[src/common/xbar_pkg.sv]
`default_nettype none

package xbar_pkg;

	// port count and port index width
	localparam int PORT_COUNT = 4;
	localparam int PORT_WIDTH = 2;

	// word fields
	localparam int CTRL_WIDTH = 8;
	localparam int DATA_WIDTH = 32;

	// destination sits in the lowest control bits
	localparam int DEST_LSB = 0;

	// ingress queue sizing
	localparam int QUEUE_DEPTH = 8;
	localparam int PTR_WIDTH = $clog2(QUEUE_DEPTH);
	localparam int COUNT_WIDTH = PTR_WIDTH + 1;
	localparam logic [COUNT_WIDTH-1:0] QUEUE_FULL_COUNT = COUNT_WIDTH'(QUEUE_DEPTH);

	// one word as carried through the crossbar
	typedef struct packed {
		logic [CTRL_WIDTH-1:0] ctrl;
		logic [DATA_WIDTH-1:0] data;
	} port_word_t;

	// valid bit is a one-cycle write strobe or pulse
	typedef struct packed {
		logic       valid;
		port_word_t word;
	} port_beat_t;

	// src names the input that won one egress port
	typedef struct packed {
		logic                  valid;
		logic [PORT_WIDTH-1:0] src;
	} grant_t;

endpackage

`default_nettype wire

[src/source/ingress_queue.sv]
`default_nettype none

module ingress_queue (
	input  wire logic                 clk,
	input  wire logic                 rst,
	input  wire logic                 write,
	input  wire xbar_pkg::port_word_t word_in,
	input  wire logic                 pop,
	output xbar_pkg::port_word_t      head,
	output logic                      empty
);

	// payload storage
	xbar_pkg::port_word_t mem [xbar_pkg::QUEUE_DEPTH];

	logic [xbar_pkg::PTR_WIDTH-1:0]   rd_ptr;
	logic [xbar_pkg::PTR_WIDTH-1:0]   wr_ptr;
	logic [xbar_pkg::COUNT_WIDTH-1:0] count;

	logic full;
	logic do_write;
	logic do_pop;

	assign full  = (count == xbar_pkg::QUEUE_FULL_COUNT);
	assign empty = (count == '0);

	// a write into a full queue is lost
	assign do_write = write & ~full;
	assign do_pop   = pop & ~empty;

	// first word falls through
	assign head = mem[rd_ptr];

	always_ff @(posedge clk) begin
		if (do_write) begin
			mem[wr_ptr] <= word_in;
		end
	end

	// pointers wrap on their own since depth is a power of two
	always_ff @(posedge clk or negedge rst) begin
		if (!rst) begin
			wr_ptr <= '0;
		end else if (do_write) begin
			wr_ptr <= wr_ptr + 1'b1;
		end
	end

	always_ff @(posedge clk or negedge rst) begin
		if (!rst) begin
			rd_ptr <= '0;
		end else if (do_pop) begin
			rd_ptr <= rd_ptr + 1'b1;
		end
	end

	// pop and write together leave the occupancy alone
	always_ff @(posedge clk or negedge rst) begin
		if (!rst) begin
			count <= '0;
		end else begin
			case ({do_write, do_pop})
				2'b10: begin
					count <= count + 1'b1;
				end
				2'b01: begin
					count <= count - 1'b1;
				end
				default: begin
					count <= count;
				end
			endcase
		end
	end

endmodule

`default_nettype wire

[src/source/port_allocator.sv]
`default_nettype none

module port_allocator (
	input  wire xbar_pkg::port_word_t [xbar_pkg::PORT_COUNT-1:0] head,
	input  wire logic [xbar_pkg::PORT_COUNT-1:0]                 empty,
	output logic [xbar_pkg::PORT_COUNT-1:0]                      pop,
	output xbar_pkg::grant_t [xbar_pkg::PORT_COUNT-1:0]          grant
);

	// destination of each queue head
	logic [xbar_pkg::PORT_WIDTH-1:0] dest [xbar_pkg::PORT_COUNT];

	// req[p][i] means input i wants egress p
	logic [xbar_pkg::PORT_COUNT-1:0][xbar_pkg::PORT_COUNT-1:0] req;

	always_comb begin
		for (int i = 0; i < xbar_pkg::PORT_COUNT; i++) begin
			dest[i] = head[i].ctrl[xbar_pkg::DEST_LSB +: xbar_pkg::PORT_WIDTH];
		end
	end

	// empty queues request nothing
	always_comb begin
		req = '0;
		for (int i = 0; i < xbar_pkg::PORT_COUNT; i++) begin
			if (!empty[i]) begin
				req[dest[i]][i] = 1'b1;
			end
		end
	end

	// lowest input number wins each egress
	always_comb begin
		grant = '0;
		for (int p = 0; p < xbar_pkg::PORT_COUNT; p++) begin
			for (int i = 0; i < xbar_pkg::PORT_COUNT; i++) begin
				if (req[p][i] && !grant[p].valid) begin
					grant[p].valid = 1'b1;
					grant[p].src   = i[xbar_pkg::PORT_WIDTH-1:0];
				end
			end
		end
	end

	// a head only leaves its queue when it won
	// each input asks for a single egress, so at most one grant per input
	always_comb begin
		pop = '0;
		for (int p = 0; p < xbar_pkg::PORT_COUNT; p++) begin
			if (grant[p].valid) begin
				pop[grant[p].src] = 1'b1;
			end
		end
	end

endmodule

`default_nettype wire

[src/source/output_switch.sv]
`default_nettype none

module output_switch (
	input  wire logic                                            clk,
	input  wire logic                                            rst,
	input  wire xbar_pkg::grant_t [xbar_pkg::PORT_COUNT-1:0]     grant,
	input  wire xbar_pkg::port_word_t [xbar_pkg::PORT_COUNT-1:0] head,
	output xbar_pkg::port_beat_t [xbar_pkg::PORT_COUNT-1:0]      egress
);

	// word picked for each egress this cycle
	xbar_pkg::port_word_t [xbar_pkg::PORT_COUNT-1:0] selected;

	always_comb begin
		for (int p = 0; p < xbar_pkg::PORT_COUNT; p++) begin
			selected[p] = head[grant[p].src];
		end
	end

	// write pulse lasts one cycle and the word holds until the next grant
	for (genvar p = 0; p < xbar_pkg::PORT_COUNT; p++) begin : g_egress
		always_ff @(posedge clk or negedge rst) begin
			if (!rst) begin
				egress[p].valid <= 1'b0;
			end else begin
				egress[p].valid <= grant[p].valid;
			end
		end

		always_ff @(posedge clk or negedge rst) begin
			if (!rst) begin
				egress[p].word <= '0;
			end else if (grant[p].valid) begin
				egress[p].word <= selected[p];
			end
		end
	end

endmodule

`default_nettype wire

[src/source/xbar_top.sv]
`default_nettype none

module xbar_top (
	input  wire logic                                            clk,
	input  wire logic                                            rst,
	input  wire xbar_pkg::port_beat_t [xbar_pkg::PORT_COUNT-1:0] ingress,
	output wire xbar_pkg::port_beat_t [xbar_pkg::PORT_COUNT-1:0] egress
);

	// queue heads and status
	wire xbar_pkg::port_word_t [xbar_pkg::PORT_COUNT-1:0] head;
	wire logic [xbar_pkg::PORT_COUNT-1:0]                 empty;

	// allocator results
	wire logic [xbar_pkg::PORT_COUNT-1:0]             pop;
	wire xbar_pkg::grant_t [xbar_pkg::PORT_COUNT-1:0] grant;

	// one queue per input port
	for (genvar i = 0; i < xbar_pkg::PORT_COUNT; i++) begin : g_queue
		ingress_queue u_ingress_queue (
			.clk     (clk),
			.rst     (rst),
			.write   (ingress[i].valid),
			.word_in (ingress[i].word),
			.pop     (pop[i]),
			.head    (head[i]),
			.empty   (empty[i])
		);
	end

	port_allocator u_port_allocator (
		.head  (head),
		.empty (empty),
		.pop   (pop),
		.grant (grant)
	);

	// egress registered one edge after the grant
	output_switch u_output_switch (
		.clk    (clk),
		.rst    (rst),
		.grant  (grant),
		.head   (head),
		.egress (egress)
	);

endmodule

`default_nettype wire

[config.mk]
export PLATFORM = sky130hd
export DESIGN_NAME = xbar_top
export DESIGN_NICKNAME = d
export VERILOG_FILES = /design/src/common/xbar_pkg.sv /design/src/source/ingress_queue.sv /design/src/source/port_allocator.sv /design/src/source/output_switch.sv /design/src/source/xbar_top.sv
export SDC_FILE = /design/constraint.sdc
export NUM_CORES = 2
export LEC_CHECK = 0
export BUFFER_PORTS_ARGS = -buffer_cell sky130_fd_sc_hd__buf_2
export CAP_MARGIN = 20
export CORE_MARGIN = 2
export CORE_UTILIZATION = 50
export CTS_BUF_LIST = sky130_fd_sc_hd__clkbuf_4 sky130_fd_sc_hd__clkbuf_8
export DETAILED_ROUTE_END_ITERATION = 16
export GPL_TIMING_DRIVEN = 0
export PLACE_DENSITY_LB_ADDON = 0.2
export SLEW_MARGIN = 20
export SYNTH_ARGS = -nofsm -noshare
export SYNTH_HDL_FRONTEND = slang
export SYNTH_SLANG_ARGS = --single-unit
[constraint.sdc]
create_clock -name clk -period 9.61 [get_ports clk]
set_clock_uncertainty 0.15 [all_clocks]
set_input_delay 2.883 -clock clk [delete_from_list [all_inputs] [get_ports clk]]
set_output_delay 2.883 -clock clk [all_outputs]
set_load 0.01 [all_outputs]
=== After elaboration in Yosys (flattened, before gate mapping) ===
Memories as Yosys holds them, arrays and structs flattened.
Cells that the tools add are included.

* Add/sub/neg operators: 16
* Order comparisons: 16
* Equal/unequal tests: 12
* Mux-type cells: 60
* Bitwise gates (word level): 22
* Reduce and logical (&&, ||, !) cells: 40

{| class="wikitable"
|+ Operators by type and width
! operator !! number
|-
| $bmux 40 s2 || 4
|-
| $mux 40 || 4
|-
| $mux 16 || 4
|-
| $mux 3 || 17
|-
| $or 16x16->16 || 3
|-
| $demux 4 s2 || 4
|-
| $pmux 4 s2 || 4
|-
| $add 3x1->3 const B || 8
|-
| $lt 2x3->1 const B || 8
|-
| $logic_and 1x1->1 || 20
|-
| $mux 4 || 5
|-
| $add 4x1->4 const B || 4
|-
| $eq 4x4->1 const B || 4
|-
| $ge 2x1->1 const B || 8
|-
| $logic_not 4->1 || 4
|-
| $sub 4x1->4 const B || 4
|-
| $mux 1 || 13
|-
| $logic_not 1->1 || 12
|-
| $or 4x4->4 || 3
|-
| $and 1x1->1 || 8
|-
| $demux 1 s2 || 4
|-
| $eq 2x1->1 const B || 4
|-
| $eq 2x2->1 const B || 4
|-
| $not 1->1 || 8
|-
| 2 further kinds || 5
|}

* Flip-flop bits (word level): 204
* Memory bits (writable): 1280
* Bits of input ports: 166
* Output and inout bits: 164
* Logic and storage cells: 194
* Memories: 4

{| class="wikitable"
|+ Memories
! name !! depth !! bits a word !! rd ports !! clocked after Yosys merged registers in !! write ports !! RTL line !! source
|-
| g_queue[0].u_ingress_queue.mem || 8 || 40 || 1 || 0 || 1 || ingress_queue.sv:14 || <nowiki>xbar_pkg::port_word_t mem [xbar_pkg::QUEUE_DEPTH];</nowiki>
|-
| g_queue[1].u_ingress_queue.mem || 8 || 40 || 1 || 0 || 1 || ingress_queue.sv:14 ||
|-
| g_queue[2].u_ingress_queue.mem || 8 || 40 || 1 || 0 || 1 || ingress_queue.sv:14 ||
|-
| g_queue[3].u_ingress_queue.mem || 8 || 40 || 1 || 0 || 1 || ingress_queue.sv:14 ||
|}

=== Logic depth before layout (Yosys ltp) ===
An unclocked memory read counts as a cell.

* Depth after elaboration: 36
* Depth in mapped cells: 14
* Mapped depth without buffers: 12

=== By module ===
A second synthesis with hierarchy kept.

* Cells, all modules: 3063
* Area, all modules: 62643.8 um^2

{| class="wikitable"
|+ Modules (own cells, without submodules)
! module !! times used !! cells an instance !! area an instance (um^2) !! seq. area each (um^2)
|-
| ingress_queue (g_queue[0].u_ingress_queue ...) || 3 || 529 || 12957.4 || 9859.5
|-
| ingress_queue (g_queue[1].u_ingress_queue) || 1 || 529 || 12953.7 || 9859.5
|-
| output_switch || 1 || 896 || 10455.0 || 4103.9
|-
| port_allocator || 1 || 51 || 362.8 || 0.0
|}

=== Worst setup path before layout ===
No wires, ideal clock.

* Kind: input port to flip-flop
* Start: in ingress[81] (netlist bit)
* End: mem g_queue[1].u_ingress_queue.mem[0][0] (netlist bit) (enable)
* Library setup time: 0.537 ns
* Arrival time: 7.066 ns
* Required time: 8.923 ns
* Setup slack: 1.857 ns
* Cell stages on the path: 3
* Buffers on the path: 0
* Path through: and2_1 > clkinv_1 > nor4_1

* Longest elaborated chain between the ends: 3

{| class="wikitable"
|+ RTL lines
! what !! RTL line !! source
|-
| start, declared || xbar_top.sv:6 || <nowiki>input wire xbar_pkg::port_beat_t [xbar_pkg::PORT_COUNT-1:0] ingress,</nowiki>
|-
| $and 1x1->1 || ingress_queue.sv:28 || <nowiki>assign do_write = write & ~full;</nowiki>
|-
| $mux 1 || ingress_queue.sv:35 || <nowiki>if (do_write) begin</nowiki>
|-
| $mux 1 (implied by the code) || ingress_queue.sv:36 || <nowiki>mem[wr_ptr] <= word_in;</nowiki>
|-
| end, declared || ingress_queue.sv:14 ||
|}

Every way passes these cells.

=== Final worst setup path ===
* Start: reg g_queue[0].u_ingress_queue.rd_ptr[1] (netlist bit)
* End: reg g_queue[1].u_ingress_queue.count[3] (netlist bit)

* Longest elaborated chain between the ends: 36
* Elaborated cells on any way between the ends: 85
* Classes of those cells: order compare: 10; eq/ne: 2; mux: 35; bitwise: 7; reduce/logical: 30; memory: 1

{| class="wikitable"
|+ RTL lines
! what !! RTL line !! source
|-
| start, declared || ingress_queue.sv:16 || <nowiki>logic [xbar_pkg::PTR_WIDTH-1:0] rd_ptr;</nowiki>
|-
| start signal, assigned || ingress_queue.sv:53 || <nowiki>rd_ptr <= rd_ptr + 1'b1;</nowiki>
|-
| $mem_v2 8x40 * || n/a ||
|-
| $lt 2x3->1 (implied by the code) or $ge 2x1->1 (tied branches) || port_allocator.sv:27 || <nowiki>req[dest[i]][i] = 1'b1;</nowiki>
|-
| $logic_and 1x1->1 (implied by the code) || port_allocator.sv:27 ||
|-
| $mux 1 (implied by the code) || port_allocator.sv:27 ||
|-
| $demux 4 s2 * || n/a ||
|-
| $mux 16 * || port_allocator.sv:26 || <nowiki>if (!empty[i]) begin</nowiki>
|-
| $or 16x16->16 (no source line) || n/a ||
|-
| $mux 16 * || port_allocator.sv:26 ||
|-
| [... 21 more ...] || n/a ||
|-
| $or 4x4->4 (no source line) || n/a ||
|-
| $mux 4 || port_allocator.sv:50 || <nowiki>if (grant[p].valid) begin</nowiki>
|-
| $or 4x4->4 (no source line) || n/a ||
|-
| $mux 4 * || port_allocator.sv:50 ||
|-
| $and 1x1->1 * || ingress_queue.sv:29 || <nowiki>assign do_pop = pop & ~empty;</nowiki>
|-
| net g_queue[1].u_ingress_queue.do_pop || ingress_queue.sv:22 || <nowiki>logic do_pop;</nowiki>
|-
| $eq 2x1->1 or $eq 2x2->1 (tied branches) || ingress_queue.sv:62 || <nowiki>case ({do_write, do_pop})</nowiki>
|-
| $pmux 4 s2 or $reduce_bool 2->1 (tied branches) || n/a ||
|-
| end signal, assigned || ingress_queue.sv:64 || <nowiki>count <= count + 1'b1;</nowiki>
|-
| end signal, assigned || ingress_queue.sv:67 || <nowiki>count <= count - 1'b1;</nowiki>
|-
| end signal, assigned || ingress_queue.sv:70 || <nowiki>count <= count;</nowiki>
|-
| end, declared || ingress_queue.sv:18 || <nowiki>logic [xbar_pkg::COUNT_WIDTH-1:0] count;</nowiki>
|}

The timed path passes the listed nets; every way through them passes the cells marked *.
A chain may end at the register's enable or synchronous reset.

==> flow_metrics.env <==
export IMPL_setup_viol=0
export IMPL_grtUsageTotal=0.297
export IMPL_ff_latch_area_um2=43500
export IMPL_wl_per_cell_um=31.9
export IMPL_post_dp_hpwl_um=132000
export IMPL_finalCritPeriodShare=0.556
export IMPL_cts_buffers_inserted=230
export IMPL_setup_worst_path_class="flop to flop"
export IMPL_cp_data_required_time_ps=10310
export IMPL_gr_total_overflow=0
export IMPL_rsz0062_at_grt="no"
export IMPL_final_setup_tns_ps=0
export IMPL_cts_root_buf="clkbuf_8"
export IMPL_yosysWarningCount=0
export IMPL_antenna_found_initial=33
export IMPL_hold_path_class="flop to flop"
export IMPL_cp_end_kind="flop"
export IMPL_synth_cells=3222
export IMPL_period_needed_ps=5340
export IMPL_cts_setup_buffers=0
export IMPL_hold_buffers=0
export IMPL_yosysSeqAreaShare=0.730
export IMPL_drv_slew=0
export IMPL_core_um2=118000
export IMPL_cts_buffer_depth=3
export IMPL_worst_setup_path_start_kind="flop"
export IMPL_max_freq_ghz=0.187
export IMPL_synth_top_area_frac=0.645
export IMPL_h_tree_depth=4
export IMPL_slew_headroom=0.107
export IMPL_grt_max_degree=78
export IMPL_io_pins=330
export IMPL_clkSlewWorstSetupHoldPaths_ps=70
export IMPL_synthesis_area_um2=59600
export IMPL_synth_distinct_cells=57
export IMPL_multi_input_area_um2=15400
export IMPL_grt_pass1_wl_um=253000
export IMPL_drc=0
export IMPL_initial_core_util=0.505
export IMPL_wl_um=180000
export IMPL_fillers=8734
export IMPL_portBuffers=329
export IMPL_arrival_ps=6040
export IMPL_die_height_um=349
export IMPL_yosys_area_top_type="edfxtp_1"
export IMPL_syn_nets=3412
export IMPL_worst_pin_slew_ps=1300
export IMPL_routabilityCongestion=0.991
export IMPL_synthFlopType="edfxtp_1"
export IMPL_dieArea_um2=122000
export IMPL_hold_viol=0
export IMPL_first_global_vias=34500
export IMPL_worstPathMaxFanout=10
export IMPL_die_w_um=349
export IMPL_synth_seq_cells=1484
export IMPL_avgSynthCellArea_um2=18.5
export IMPL_drive_gt1_frac=0.327
export IMPL_nets=4101
export IMPL_rows=126
export IMPL_first_iter_violations=4343
export IMPL_cts_sinks=1484
export IMPL_first_pass_iters=6
export IMPL_synth_edf_count=1280
export IMPL_final_antenna_net_count=0
export IMPL_vias_per_cell=6.21
export IMPL_status="finished clean"
export IMPL_drv_cap=0
export IMPL_ys_top_cells_by_area="edfxtp_1 (64%), mux4_2 (11%), dfrtp_1 (8.6%)"
export IMPL_tritoncts="built"
export IMPL_async_flop_share=0.137
export IMPL_insertion_delay_ps=970
export IMPL_syn_to_final_growth_pct=17.1
export IMPL_vias=35100
export IMPL_cts_resized_gates=0
-- synth_stat cells, drive strengths merged (13+ instances only) --
| cell | instances |
|---|---|
| xnor2 | 19 |
| nand2 | 115 |
| mux2i | 156 |
| o21ai | 88 |
| edfxtp | 1280 |
| inv | 24 |
| ha | 20 |
| buf | 77 |
| mux4 | 290 |
| nor3 | 24 |
| nor2b | 13 |
| dfrtp | 204 |
| mux2 | 121 |
| nor2 | 205 |
| o221ai | 29 |
| a2bb2oi | 28 |
| clkbuf | 110 |
| nand2b | 19 |
| o22ai | 130 |
| a221oi | 72 |
| a22oi | 17 |
| a21oi | 67 |
-- routing by layer --
layer,track usage,wire (um),vias to the layer above
li1,-,-,14600
met1,0.398,69600,18300
met2,0.435,80800,1836
met3,0.117,22400,348
met4,0.120,7340,18
met5,0,107,-
-- cell families (layout without fill, tap and decap cells) --
logic type	count (synthesis)	count (layout)	synth area share
flip-flops	1484	1484	0.730
adder cells (fa/ha/maj)	24	24	0.00554
other	0	9	0
AND/OR/NAND/NOR	421	421	0.0309
buffers and inverters	213	1101	0.0149
multiplexers	567	567	0.159
AO/OA/AOI/OAI	483	483	0.0551
XOR/XNOR	30	30	0.00441
-- sequential cells by signal (all words and copies together) (netlist names) --
register and flops:
g_queue.u_ingress_queue.count 16, g_queue.u_ingress_queue.rd_ptr 12, u_output_switch.egress 164, g_queue.u_ingress_queue.wr_ptr 12, g_queue.u_ingress_queue.mem 1280
-- final cells by class --
class,count,area share
clock inverters,85,0.00796
plain buffers,187,0.0113
diodes,9,0.000323
inverters,26,0.00140
multi-input cells,1525,0.221
well taps,1536,0.0275
repair buffers,457,0.0470
clock buffers,346,0.0595
flip-flops and latches,1484,0.624
-- cells in the final DEF, fill, tap and decap left out, types with 13 or more instances in the layout --
cell / n
mux2i_1: 148
o221ai_1: 29
nor2b_1: 13
o22ai_1: 130
clkbuf_1: 110
buf_2: 371
nor2_1: 187
a22oi_1: 17
a221oi_1: 72
mux4_2: 289
clkbuf_4: 98
clkbuf_8: 248
inv_1: 24
dfrtp_1: 204
o21ai_0: 87
clkinv_1: 48
a21oi_1: 67
buf_6: 20
a2bb2oi_1: 28
clkinv_2: 20
ha_1: 20
xnor2_1: 19
nor2_4: 18
mux2_2: 121
nand2_1: 115
buf_12: 18
nand2b_1: 18
buf_4: 68
buf_16: 20
edfxtp_1: 1280
buf_1: 35
-- critical path, cell delays in order, from the launching register on --
cell	delay, ps
dfrtp_1	380
clkbuf_1	440
mux4_2	400
mux2i_1	200
nand4_1	540
nand2b_1	310
buf_1	590
nand4_1	690
ha_1	510
ha_1	280
a21o_1	180
a21oi_1	180
xnor2_1	140
nor2_1	80
xor2_1	150
-- per-stage QoR --
step	utilization	instance area, um2	std cells	worst slack (ps)	hold WS [ps]
2_1_floorplan	-	59600	3222	1860	326
3_3_place_gp	0.535	63200	5087	-2440	303
3_5_place_dp	0.551	65000	5213	4000	297
4_1_cts	0.590	69700	5644	4430	338
5_1_grt	0.591	69800	5650	4040	353
6_report	0.591	69800	5655	4270	342
-- worst paths after layout --
check                      cells past startpoint  slack (ps)                                  from                                  end
min                                            1         340           u_output_switch.egress[156]          u_output_switch.egress[156]
max                                           14        4270  g_queue[0].u_ingress_queue.rd_ptr[1]  g_queue[1].u_ingress_queue.count[3]
max in group asynchronous                      3        6340                                   rst           u_output_switch.egress[88]
min reg2reg                                    1         340           u_output_switch.egress[156]          u_output_switch.egress[156]
min in group asynchronous                      1        1690                                   rst          u_output_switch.egress[155]
max reg2reg                                   14        4270  g_queue[0].u_ingress_queue.rd_ptr[1]  g_queue[1].u_ingress_queue.count[3]
Power is left out: the tool's default activity adds up to more than one toggle a clock period on the data nets, which glitch-free logic cannot reach.
